File: src/hdl/wb_pkg.sv
package wb_pkg;

    ////////////////////
    // widths
    ////////////////////

    // data and address width
    localparam int WORD_W = 32;

    // general purpose register number
    localparam int REG_NUM_W = 5;

    ////////////////////
    // load formatting
    ////////////////////

    // load_none marks a non-load, result comes from the memory stage
    typedef enum logic [2:0] {
        LOAD_NONE = 3'd0,
        LOAD_LB   = 3'd1,
        LOAD_LBU  = 3'd2,
        LOAD_LH   = 3'd3,
        LOAD_LHU  = 3'd4,
        LOAD_LW   = 3'd5,
        LOAD_LWL  = 3'd6,
        LOAD_LWR  = 3'd7
    } load_op_e;

    ////////////////////
    // stage occupancy
    ////////////////////

    typedef enum logic {
        STAGE_EMPTY = 1'b0,
        STAGE_FULL  = 1'b1
    } wb_state_e;

endpackage

File: src/hdl/wb_stage_if.sv
`timescale 1ns/1ps

// latched write-back fields, one instruction at a time
interface wb_stage_if;

    logic                          valid;
    logic [wb_pkg::REG_NUM_W-1:0]  write_num;
    logic                          mem_req;
    wb_pkg::load_op_e              load_op;
    logic [wb_pkg::WORD_W-1:0]     vaddr;
    logic [wb_pkg::WORD_W-1:0]     rt_data;
    logic [wb_pkg::WORD_W-1:0]     final_res;

    // stage register side
    modport producer (
        output valid,
        output write_num,
        output mem_req,
        output load_op,
        output vaddr,
        output rt_data,
        output final_res
    );

    // formatter and trace side
    modport consumer (
        input valid,
        input write_num,
        input mem_req,
        input load_op,
        input vaddr,
        input rt_data,
        input final_res
    );

endinterface

File: src/hdl/wb_ctrl.sv
`timescale 1ns/1ps

module wb_ctrl (
    input  logic clk,
    input  logic rst,
    input  logic mem_valid_i,
    input  logic pipe_go_i,
    input  logic flush_i,
    output logic allowin_o,
    output logic load_o,
    output logic full_o,
    output logic commit_o
);

    wb_pkg::wb_state_e state_q;
    wb_pkg::wb_state_e state_d;

    ////////////////////
    // interlock
    ////////////////////

    assign full_o    = (state_q == wb_pkg::STAGE_FULL);
    assign allowin_o = pipe_go_i || !full_o;

    // flush beats both accept and commit
    assign load_o   = allowin_o && mem_valid_i && !flush_i;
    assign commit_o = full_o && pipe_go_i && !flush_i;

    ////////////////////
    // occupancy FSM
    ////////////////////

    always_comb begin
        state_d = state_q;
        if (flush_i) begin
            state_d = wb_pkg::STAGE_EMPTY;
        end else if (load_o) begin
            // covers commit and accept on the same edge
            state_d = wb_pkg::STAGE_FULL;
        end else if (commit_o) begin
            state_d = wb_pkg::STAGE_EMPTY;
        end
    end

    always_ff @(posedge clk) begin
        if (!rst) begin
            state_q <= wb_pkg::STAGE_EMPTY;
        end else begin
            state_q <= state_d;
        end
    end

    // nothing to retire from an empty stage
    a_no_commit_empty: assert property (@(posedge clk) disable iff (!rst)
        (state_q == wb_pkg::STAGE_EMPTY) |-> !commit_o);

    // a stalled stage keeps its instruction
    a_stall_holds: assert property (@(posedge clk) disable iff (!rst)
        (full_o && !pipe_go_i && !flush_i) |=> full_o);

endmodule

File: src/hdl/wb_stage_reg.sv
`timescale 1ns/1ps

module wb_stage_reg (
    input  logic                          clk,
    input  logic                          rst,
    input  logic                          load_i,
    input  logic                          full_i,
    input  logic [wb_pkg::REG_NUM_W-1:0]  mem_write_num_i,
    input  logic                          mem_req_i,
    input  wb_pkg::load_op_e              mem_load_op_i,
    input  logic [wb_pkg::WORD_W-1:0]     mem_vaddr_i,
    input  logic [wb_pkg::WORD_W-1:0]     mem_rt_data_i,
    input  logic [wb_pkg::WORD_W-1:0]     mem_final_res_i,
    wb_stage_if.producer                  stage
);

    ////////////////////
    // control fields
    ////////////////////

    always_ff @(posedge clk) begin
        if (!rst) begin
            stage.write_num <= '0;
            stage.mem_req   <= 1'b0;
            stage.load_op   <= wb_pkg::LOAD_NONE;
        end else if (load_i) begin
            stage.write_num <= mem_write_num_i;
            stage.mem_req   <= mem_req_i;
            stage.load_op   <= mem_load_op_i;
        end
    end

    ////////////////////
    // payload
    ////////////////////

    always_ff @(posedge clk) begin
        if (load_i) begin
            stage.vaddr     <= mem_vaddr_i;
            stage.rt_data   <= mem_rt_data_i;
            stage.final_res <= mem_final_res_i;
        end
    end

    // occupancy comes straight from the controller
    assign stage.valid = full_i;

    // a load opcode must always come with a bus request
    a_load_has_req: assert property (@(posedge clk) disable iff (!rst)
        (load_i && mem_load_op_i != wb_pkg::LOAD_NONE) |=> stage.mem_req);

endmodule

File: src/hdl/load_align.sv
`timescale 1ns/1ps

module load_align (
    wb_stage_if.consumer                stage,
    input  logic [wb_pkg::WORD_W-1:0]   data_rdata_i,
    output logic [wb_pkg::WORD_W-1:0]   result_o,
    output logic [wb_pkg::WORD_W-1:0]   fwd_data_o
);

    logic [1:0]                  offset;
    logic [4:0]                  lane_shift;
    logic [4:0]                  lwl_shift;
    logic [7:0]                  byte_lane;
    logic [15:0]                 half_lane;
    logic [wb_pkg::WORD_W-1:0]   lwl_data;
    logic [wb_pkg::WORD_W-1:0]   lwr_data;

    ////////////////////
    // lane selection
    ////////////////////

    assign offset     = stage.vaddr[1:0];
    // byte k sits at bit 8k
    assign lane_shift = {offset, 3'b000};
    // (3 - k) * 8
    assign lwl_shift  = {~offset, 3'b000};

    assign byte_lane = data_rdata_i[lane_shift +: 8];
    assign half_lane = offset[1] ? data_rdata_i[31:16] : data_rdata_i[15:0];

    ////////////////////
    // unaligned merge
    ////////////////////

    // lwl: low k+1 bus bytes go to the top, low rt bytes stay below
    assign lwl_data = (data_rdata_i << lwl_shift)
                    | (stage.rt_data & ~({wb_pkg::WORD_W{1'b1}} << lwl_shift));

    // lwr: bus bytes from k upward go to the bottom, high rt bytes stay above
    assign lwr_data = (data_rdata_i >> lane_shift)
                    | (stage.rt_data & ~({wb_pkg::WORD_W{1'b1}} >> lane_shift));

    ////////////////////
    // result select
    ////////////////////

    always_comb begin
        result_o = stage.final_res;
        if (stage.mem_req) begin
            case (stage.load_op)
                wb_pkg::LOAD_LB:  result_o = {{24{byte_lane[7]}}, byte_lane};
                wb_pkg::LOAD_LBU: result_o = {24'd0, byte_lane};
                wb_pkg::LOAD_LH:  result_o = {{16{half_lane[15]}}, half_lane};
                wb_pkg::LOAD_LHU: result_o = {16'd0, half_lane};
                wb_pkg::LOAD_LW:  result_o = data_rdata_i;
                wb_pkg::LOAD_LWL: result_o = lwl_data;
                wb_pkg::LOAD_LWR: result_o = lwr_data;
                // bus access without a load, e.g. a store
                default:          result_o = stage.final_res;
            endcase
        end
    end

    // decode sees the raw bus word for memory requests
    assign fwd_data_o = stage.mem_req ? data_rdata_i : stage.final_res;

endmodule

File: src/hdl/wb_regfile.sv
`timescale 1ns/1ps

module wb_regfile #(
    parameter int REG_COUNT = 32
) (
    input  logic                          clk,
    input  logic                          rst,
    input  logic                          we_i,
    input  logic [wb_pkg::REG_NUM_W-1:0]  wnum_i,
    input  logic [wb_pkg::WORD_W-1:0]     wdata_i,
    input  logic [wb_pkg::REG_NUM_W-1:0]  rd_num_a_i,
    input  logic [wb_pkg::REG_NUM_W-1:0]  rd_num_b_i,
    output logic [wb_pkg::WORD_W-1:0]     rd_data_a_o,
    output logic [wb_pkg::WORD_W-1:0]     rd_data_b_o
);

    logic [wb_pkg::WORD_W-1:0] regs [REG_COUNT];

    ////////////////////
    // write port
    ////////////////////

    always_ff @(posedge clk) begin
        if (!rst) begin
            for (int i = 0; i < REG_COUNT; i++) begin
                regs[i] <= '0;
            end
        end else if (we_i && wnum_i != '0) begin
            // r0 is hardwired, writes to it are dropped
            regs[wnum_i] <= wdata_i;
        end
    end

    ////////////////////
    // read ports
    ////////////////////

    // combinational, new value shows up the cycle after the write edge
    always_comb begin
        if (rd_num_a_i == '0) begin
            rd_data_a_o = '0;
        end else begin
            rd_data_a_o = regs[rd_num_a_i];
        end
    end

    always_comb begin
        if (rd_num_b_i == '0) begin
            rd_data_b_o = '0;
        end else begin
            rd_data_b_o = regs[rd_num_b_i];
        end
    end

endmodule

File: src/hdl/commit_trace.sv
`timescale 1ns/1ps

module commit_trace #(
    parameter int COUNT_W = 16
) (
    input  logic                          clk,
    input  logic                          rst,
    input  logic                          commit_i,
    wb_stage_if.consumer                  stage,
    input  logic [wb_pkg::WORD_W-1:0]     result_i,
    output logic [wb_pkg::WORD_W-1:0]     trace_pc_o,
    output logic [3:0]                    trace_wen_o,
    output logic [wb_pkg::REG_NUM_W-1:0]  trace_wnum_o,
    output logic [wb_pkg::WORD_W-1:0]     trace_wdata_o,
    output logic [COUNT_W-1:0]            commit_count_o
);

    ////////////////////
    // trace registers
    ////////////////////

    always_ff @(posedge clk) begin
        if (!rst) begin
            trace_pc_o     <= '0;
            trace_wen_o    <= '0;
            trace_wnum_o   <= '0;
            trace_wdata_o  <= '0;
            commit_count_o <= '0;
        end else if (commit_i) begin
            trace_pc_o     <= stage.vaddr;
            // all byte enables set when the instruction has a destination
            trace_wen_o    <= {4{stage.write_num != '0}};
            trace_wnum_o   <= stage.write_num;
            trace_wdata_o  <= result_i;
            // wraps at COUNT_W
            commit_count_o <= commit_count_o + 1'b1;
        end
    end

    // commit pulse must refer to a valid stage entry
    a_commit_valid: assert property (@(posedge clk) disable iff (!rst)
        commit_i |-> stage.valid);

endmodule

File: src/hdl/wb_top.sv
`timescale 1ns/1ps

module wb_top #(
    parameter int REG_COUNT = 32,
    parameter int COUNT_W   = 16
) (
    input  logic                          clk,
    input  logic                          rst,
    input  logic                          mem_valid_i,
    input  logic                          pipe_go_i,
    input  logic                          flush_i,
    input  logic [wb_pkg::REG_NUM_W-1:0]  mem_write_num_i,
    input  logic                          mem_req_i,
    input  wb_pkg::load_op_e              mem_load_op_i,
    input  logic [wb_pkg::WORD_W-1:0]     mem_vaddr_i,
    input  logic [wb_pkg::WORD_W-1:0]     mem_rt_data_i,
    input  logic [wb_pkg::WORD_W-1:0]     mem_final_res_i,
    input  logic [wb_pkg::WORD_W-1:0]     data_rdata_i,
    input  logic [wb_pkg::REG_NUM_W-1:0]  rd_num_a_i,
    input  logic [wb_pkg::REG_NUM_W-1:0]  rd_num_b_i,
    output logic                          allowin_o,
    output logic                          commit_o,
    output logic                          reg_we_o,
    output logic [wb_pkg::REG_NUM_W-1:0]  reg_wnum_o,
    output logic [wb_pkg::WORD_W-1:0]     reg_wdata_o,
    output logic [wb_pkg::WORD_W-1:0]     fwd_data_o,
    output logic [wb_pkg::WORD_W-1:0]     rd_data_a_o,
    output logic [wb_pkg::WORD_W-1:0]     rd_data_b_o,
    output logic [wb_pkg::WORD_W-1:0]     trace_pc_o,
    output logic [3:0]                    trace_wen_o,
    output logic [wb_pkg::REG_NUM_W-1:0]  trace_wnum_o,
    output logic [wb_pkg::WORD_W-1:0]     trace_wdata_o,
    output logic [COUNT_W-1:0]            commit_count_o
);

    logic stage_load;
    logic stage_full;

    wb_stage_if stage_bus ();

    wb_ctrl u_ctrl (
        .clk         (clk),
        .rst         (rst),
        .mem_valid_i (mem_valid_i),
        .pipe_go_i   (pipe_go_i),
        .flush_i     (flush_i),
        .allowin_o   (allowin_o),
        .load_o      (stage_load),
        .full_o      (stage_full),
        .commit_o    (commit_o)
    );

    wb_stage_reg u_stage_reg (
        .clk             (clk),
        .rst             (rst),
        .load_i          (stage_load),
        .full_i          (stage_full),
        .mem_write_num_i (mem_write_num_i),
        .mem_req_i       (mem_req_i),
        .mem_load_op_i   (mem_load_op_i),
        .mem_vaddr_i     (mem_vaddr_i),
        .mem_rt_data_i   (mem_rt_data_i),
        .mem_final_res_i (mem_final_res_i),
        .stage           (stage_bus.producer)
    );

    load_align u_load_align (
        .stage        (stage_bus.consumer),
        .data_rdata_i (data_rdata_i),
        .result_o     (reg_wdata_o),
        .fwd_data_o   (fwd_data_o)
    );

    // destination goes back to decode for hazard checks
    assign reg_wnum_o = stage_bus.write_num;
    // only place where commit meets the nonzero destination
    assign reg_we_o   = commit_o && (stage_bus.write_num != '0);

    wb_regfile #(
        .REG_COUNT (REG_COUNT)
    ) u_regfile (
        .clk         (clk),
        .rst         (rst),
        .we_i        (reg_we_o),
        .wnum_i      (reg_wnum_o),
        .wdata_i     (reg_wdata_o),
        .rd_num_a_i  (rd_num_a_i),
        .rd_num_b_i  (rd_num_b_i),
        .rd_data_a_o (rd_data_a_o),
        .rd_data_b_o (rd_data_b_o)
    );

    commit_trace #(
        .COUNT_W (COUNT_W)
    ) u_commit_trace (
        .clk            (clk),
        .rst            (rst),
        .commit_i       (commit_o),
        .stage          (stage_bus.consumer),
        .result_i       (reg_wdata_o),
        .trace_pc_o     (trace_pc_o),
        .trace_wen_o    (trace_wen_o),
        .trace_wnum_o   (trace_wnum_o),
        .trace_wdata_o  (trace_wdata_o),
        .commit_count_o (commit_count_o)
    );

endmodule

File: config.mk
export PLATFORM = sky130hd
export DESIGN_NAME = wb_top
export DESIGN_NICKNAME = d
export VERILOG_FILES = /design/src/hdl/wb_pkg.sv /design/src/hdl/wb_stage_if.sv /design/src/hdl/wb_ctrl.sv /design/src/hdl/wb_stage_reg.sv /design/src/hdl/load_align.sv /design/src/hdl/wb_regfile.sv /design/src/hdl/commit_trace.sv /design/src/hdl/wb_top.sv
export SDC_FILE = /design/constraint.sdc
export NUM_CORES = 2
export LEC_CHECK = 0
export BUFFER_PORTS_ARGS = -buffer_cell sky130_fd_sc_hd__buf_2
export CORE_MARGIN = 1
export CORE_UTILIZATION = 45
export CTS_CLUSTER_DIAMETER = 60
export DETAILED_ROUTE_END_ITERATION = 16
export GPL_ROUTABILITY_DRIVEN = 1
export PLACE_DENSITY = 0.69
export SLEW_MARGIN = 20
export SYNTH_ARGS = -nofsm -noshare
export SYNTH_HDL_FRONTEND = slang
export SYNTH_SLANG_ARGS = --single-unit
File: constraint.sdc
create_clock -name clk -period 5.95 [get_ports clk]
set_input_delay 1.19 -clock clk [delete_from_list [all_inputs] [get_ports clk]]
set_output_delay 1.19 -clock clk [all_outputs]
set_load 0.01 [all_outputs]
# After elaboration in Yosys (flattened, before gate mapping)
# Memory sizes are Yosys's and may differ from the RTL's.
# Index checks and enable logic that the tools add are counted.
[classes] add_sub_neg=1 n_eq_ne=7 shift=5 mux=15 bitwise_logic=8 n_reduce_logical=15
[ops] cell="one-hot mux 32 bit (7 select lines)" count=1
[ops] cell="two-way mux 32 bit" count=5
[ops] cell="bitwise AND 32 bit" count=2
[ops] cell="inverter 32 bit" count=2
[ops] cell="OR 32 bit" count=2
[ops] cell="OR reduction 32 bit" count=1
[ops] cell="variable part select 32 x 6 -> 8 bit" count=1
[ops] cell="left shift 32 x 5 -> 32 bit" count=1
[ops] cell="left shift 32 x 5 -> 32 bit (first input constant)" count=1
[ops] cell="right shift 32 x 5 -> 32 bit" count=1
[ops] cell="right shift 32 x 5 -> 32 bit (first input constant)" count=1
[ops] cell="adder 16 x 1 -> 16 bit (second input constant)" count=1
[ops] cell="two-way mux 16 bit" count=1
[ops] cell="equality test 3 bit (second input constant)" count=4
[ops] cell="zero test 5 bit" count=2
[ops] cell="two-way mux 1 bit" count=7
[ops] cell="equality test 3 x 2 -> 1 bit (second input constant)" count=2
[ops] cell="logical AND 1 bit" count=6
[ops] cell="two-way mux 5 bit" count=1
[ops] cell="nonzero test 5 bit" count=1
[ops] cell="equality test 3 x 1 -> 1 bit (second input constant)" count=1
[ops] cell="zero test 1 bit" count=2
[ops] cell="inverter 2 bit" count=1
[ops] cell="nonzero test 2 bit" count=1
[ops] cell="3 further kinds" count=3
[word_totals] ff_bits=192 ram_bits=1024 inputBits=152 out_inout_bits=225 word_cells=64 memories=1
[mem_list] name="u_regfile.regs" depth=32 word_bits=32 rd=2 rd_ports_with_merged_regs=0 wr=32 line="wb_regfile.sv:17" source="logic [wb_pkg::WORD_W-1:0] regs [REG_COUNT];"

# Longest topological paths before layout
[depth] depth_word=9 mapped_depth=10 depth_no_buf=6

# By module
# From an unflattened synthesis, not the netlist that was laid out.
[unflattened] cells_unflattened=4286 hier_area_um2=63393.3
[by_module_without_submodules] mod="wb_regfile" instances=1 cells_per_inst=3507 area_each_um2=54232.0 seq_area_each_um2=30749.5
[by_module_without_submodules] mod="wb_stage_reg" instances=1 cells_per_inst=125 area_each_um2=3228.1 seq_area_each_um2=3062.9
[by_module_without_submodules] mod="commit_trace" instances=1 cells_per_inst=312 area_each_um2=3198.1 seq_area_each_um2=1721.7
[by_module_without_submodules] mod="load_align" instances=1 cells_per_inst=332 area_each_um2=2652.5 seq_area_each_um2=0.0
[by_module_without_submodules] mod="wb_ctrl" instances=1 cells_per_inst=8 area_each_um2=67.6 seq_area_each_um2=20.0
[by_module_without_submodules] mod="wb_top" instances=1 cells_per_inst=2 area_each_um2=15.0 seq_area_each_um2=0.0

# Least setup slack after synthesis
# OpenSTA, ideal clock, no wires.
[synth_path] path_type="input-to-reg" startpoint="input port pipe_go_i" endpoint="register u_stage_reg.stage.load_op[0]" setup_time_ns=0.177 arrival_time_ns=4.818 required_ns=5.773 slack_ns=0.955 stages=5 n_path_buf=1 path_cell_list="nor2b_1 -> nor3b_1 -> buf_1 -> mux2i_1 -> nor2_1"
[synth_between] elab_chain_cells=3
[synth_rtl] element="start, declared" line="wb_top.sv:10" source="input logic pipe_go_i,"
[synth_rtl] element="logical OR 1 bit" line="wb_ctrl.sv:23" source="assign allowin_o = pipe_go_i || !full_o;"
[synth_rtl] element="logical AND 1 bit (2 in series)" line="wb_ctrl.sv:26" source="assign load_o = allowin_o && mem_valid_i && !flush_i;"
[synth_rtl] element="net stage_load" line="wb_top.sv:36" source="logic stage_load;"
[synth_rtl] element="end signal, assigned" line="wb_stage_reg.sv:25" source="stage.load_op <= wb_pkg::LOAD_NONE;"
[synth_rtl] element="end signal, assigned" line="wb_stage_reg.sv:29" source="stage.load_op <= mem_load_op_i;"
[synth_rtl] element="end, declared" line="wb_stage_if.sv:19" source="output load_op,"
# The timed path passes the listed nets, and every way through them passes these cells.
# A chain may end at the register's enable or synchronous reset.

# Worst setup path after layout
[layout_path] startpoint="input port rd_num_b_i[2] in the netlist's numbering" endpoint="output port rd_data_b_o[2] in the netlist's numbering"
[layout_between] elab_chain_cells=2 elab_cells_between_ends=3 classes_between="mux (1); reduce/logical (1); memory (1)"
[layout_rtl] element="start, declared" line="wb_top.sv:20" source="input logic [wb_pkg::REG_NUM_W-1:0] rd_num_b_i,"
[layout_rtl] element="memory (32 x 32 bit) / zero test 5 bit (equally long branches)"
[layout_rtl] element="two-way mux 32 bit *" line="wb_regfile.sv:48" source="if (rd_num_b_i == '0) begin"
[layout_rtl] element="end, declared" line="wb_top.sv:28" source="output logic [wb_pkg::WORD_W-1:0] rd_data_b_o,"
# Every way passes the cells marked *; elsewhere a longest branch is shown, timed or not.

==> results.yml <==
power_and_ir_drop:
  cellInternalPower_mw: 15.1
  vdd_drop_max_v: 0.000307
  pwr-share-comb_pct: 11.4
  sequentialPowerShare_pct: 48.4
  p_switching_mw: 5.11
  clkPwrFrac_pct: 40.2
  swShare_pct: 25.3
  p_leak_nw: 26.2
  p_per_area_nw_per_um2: 290
synth:
  synthArstFlopShare_pct: 0
  synthDistinctLibCells: 73
  ys_ff_latch: 1216
  synth_area_um2: 61100
  synth.top_cell.area_share_pct: 55.0
  yosysSeqAreaShare_pct: 58.2
  netlist_instances: 4450
  syn_area_per_cell_um2: 13.7
  netlist_top_cells_area: "edfxtp_1 55%, mux4_2 16%, nor2_1 6.3%"
  synth_edf_count: 1120
  yosys_warnings: 0
  synth_flop_cell: "edfxtp_1"
  synth_area_leader_cell: "edfxtp_1"
cells_and_area:
  areaGrowthSynthToFinish_pct: 14.2
  stdcell_area_um2: 69800
  nNetsFinal: 4920
  layoutNonFillerInstCount: 6651
  drive_gt1_share_pct: 29.2
  mostFrequentLayoutCell: "edfxtp_1"
  layout_common_cells: "1120 x edfxtp_1, 1030 x nor2_1, 428 x mux4_2"
timing:
  setup-violations-final: 0
  rsz0062_at_grt: "no"
  max_freq_ghz: 0.181
  slew_viol_final: 0
  fin_crit_ns: 5.53
  hold_violations: 0
  relSlewSlack_pct: 17.8
  worstMarginPinSlew_ns: 1.22
  whs_ns: 0.451
  finalClockSkew_ns: 0.0223
  finalCritPeriodShare_pct: 92.9
  finalSetupTns_ns: 0
  fin_ws_ns: 0.419
setup_path:
  reg2reg_depth: 8
  cp.arrival_ns: 4.34
  r2r_slack_ns: 1.81
  slowest_delay_ns: 0.91
  cp.required_ns: 4.76
  slowest_stage: "nor3_1"
  reg2reg_to: "u_regfile.regs[7][16]"
  rr_startpoint: "u_stage_reg.stage.vaddr[1]"
  worstSetupPathType: "in -> out"
  end_kind: "output pin"
  critPathMaxFanout: 34
  path_cells: "buf_6 -> buf_4 -> buf_4 -> mux4_2 -> a22o_1 -> a211oi_1 -> nor3_1 -> buf_4 -> buf_2"
  start_kind: "input port"
  cp_common_cell: "buf_4"
clocking:
  post_cts_resized: 0
  cts_htree_levels: 4
  hold_buffers: 0
  post_cts_buffers: 0
  tritoncts: "done"
  cts_buffer_depth: 3
  cts_made_buffers: 133
  clock-sinks: 1216
  cts.root.buffer_cell: "clkbuf_16"
  clk_pin_slew_ns: 0.06
  clk-insertion-delay-late_ns: 0.78
floorplanning:
  die_area_um2: 137000
  num_rows: 134
  start_util_pct: 45.6
  core_um2: 134000
  dieWidth_um: 371
  ioPinCount: 377
  die_h_um: 371
drt:
  drtAntennaViolNets: 0
  drc: 0
  vias: 44243
  drtIter0Drc: 7341
  routed.top_layer: "met5"
  first_pass_iters: 6
  m1WireLength_um: 75700
  wl_met2_um: 97700
  wl_um: 220000
  dr_wl_met3_um: 31500
  viasPerCell: 6.65
  wl_per_cell_um: 33.0
placement:
  port_buffers: 376
  place_congestion: 0.936
  placed_cell_area_um2: 65600
  place_ws_ns: 0.578
  dpl.hpwl_um: 140000
  dp_cells: 6400
grt:
  grt_pass1_wl_um: 309000
  overflow: 0
  grt_start_max_net_pins: 106
  antenna_found_initial: 18
  grt_use_total_pct: 31.7
  grt_pass1_vias: 43095
hold_path:
  hold_class: "reg -> reg"
  hp-start: "u_commit_trace.trace_wdata_o[27]"
  hold_end: "u_commit_trace.trace_wdata_o[27]"
  worstHoldPathCells: 2
outcome:
  run_status: "finished, final reports clean"
job:
  maxCapViolCount: 0
-- cell usage after synthesis, types with 5 or more instances --
| library cell | n |
|---|---|
| edfxtp_1 | 1120 |
| nor2_1 | 1032 |
| mux4_2 | 428 |
| mux2i_1 | 246 |
| clkbuf_1 | 210 |
| nand2_1 | 194 |
| buf_2 | 139 |
| mux2_2 | 97 |
| dfxtp_1 | 96 |
| a21oi_1 | 91 |
| buf_4 | 73 |
| o22ai_1 | 72 |
| nor3_1 | 68 |
| inv_1 | 67 |
| a22o_1 | 64 |
| a221oi_1 | 57 |
| a211oi_1 | 54 |
| o221ai_1 | 41 |
| o21ai_0 | 38 |
| a2111oi_0 | 32 |
| buf_1 | 30 |
| o22ai_2 | 13 |
| inv_2 | 11 |
| xor2_1 | 11 |
| and2_1 | 10 |
| nand3_1 | 10 |
| nand3b_1 | 10 |
| a32o_1 | 8 |
| buf_6 | 8 |
| nand2b_1 | 8 |
| nor2b_1 | 8 |
| o32ai_4 | 7 |
| a21boi_0 | 6 |
| a221oi_2 | 6 |
| a31oi_1 | 6 |
| o31ai_1 | 6 |
| nand4_1 | 5 |
| nor3b_1 | 5 |
| o211ai_1 | 5 |
-- cells by family (layout without fill, tap and decap cells) --
family                     count (synthesis)  after routing  synth area share, %
other                                      1             37              0.00614
adders and majority gates                  1              1               0.0205
and+or+nand+nor                         1371           1371                 8.96
AOI/OAI and AO/OA                        532            532                 6.78
buffers and inverters                    539            936                 4.14
xor gates and xnor gates                  15             15                0.215
DFF                                     1216           1216                 58.2
muxes                                    775            775                 21.7
-- power groups by stage --
stage          clock network, mW  logic [mW]  registers, mW
3_5_place_dp                   0        2.25           9.95
2_1_floorplan                  0        1.32           9.88
6_report                    8.13        2.30           9.78
4_1_cts                     8.17        2.25           9.77
3_3_place_gp                   0        2.23           9.93
5_1_grt                     8.47        2.36           9.80
-- worst max-delay path, delay by kind of cell --
kind | cells | cell delay (ns)
buffers and inverters | 5 | 1.65
AO/OA/AOI/OAI | 2 | 0.22
multiplexers | 1 | 0.32
AND/OR/NAND/NOR | 1 | 0.91
-- per-stage QoR --
| stage | power [mW] | utilization [%] |
|---|---|---|
| floorplan | 11.2 | - |
| global placement | 12.2 | 48.9 |
| detailed placement | 12.2 | 48.9 |
| CTS | 20.2 | 52.0 |
| global route | 20.6 | 52.0 |
| finish | 20.2 | 52.0 |
-- worst max-delay path by stage --
stage | startpoint | to | slack [ns] | cells after the start
2_1_floorplan | pipe_go_i | u_stage_reg.stage.load_op[0] | 0.96 | 5
3_3_place_gp | rd_num_b_i[2] | rd_data_b_o[24] | 0.29 | 8
3_5_place_dp | rd_num_b_i[2] | rd_data_b_o[24] | 0.58 | 8
4_1_cts | rd_num_b_i[2] | rd_data_b_o[24] | 0.57 | 8
5_1_grt | rd_num_b_i[2] | rd_data_b_o[0] | 0.40 | 9
6_report | rd_num_b_i[2] | rd_data_b_o[2] | 0.42 | 9
-- state kept, by name, indices dropped and copies added (netlist names), 3 cells and up --
register,count
u_regfile.regs,1024
u_commit_trace.trace_pc_o,32
u_commit_trace.trace_wdata_o,32
u_stage_reg.stage.final_res,32
u_stage_reg.stage.rt_data,32
u_stage_reg.stage.vaddr,32
u_commit_trace.commit_count_o,16
u_commit_trace.trace_wnum_o,5
u_stage_reg.stage.write_num,5
u_stage_reg.stage.load_op,3
-- final cells by class --
type | instances | area [um2]
Sequential cell | 1216 | 35600
Clock inverter | 76 | 639
Fill cell | 11194 | 64300
Inverter | 79 | 299
Timing Repair Buffer | 611 | 3990
Antenna cell | 5 | 12.5
Tap cell | 1768 | 2210
Clock buffer | 170 | 3560
Multi-Input combinational cell | 2726 | 23500
-- routing by layer --
layer	up-vias	global-route usage (%)
li1	17626	-
met1	22028	40.7
met4	12	18.1
met2	3893	47.6
met3	684	9.57
met5	-	1.36
Power figures use the tool's default switching activity.
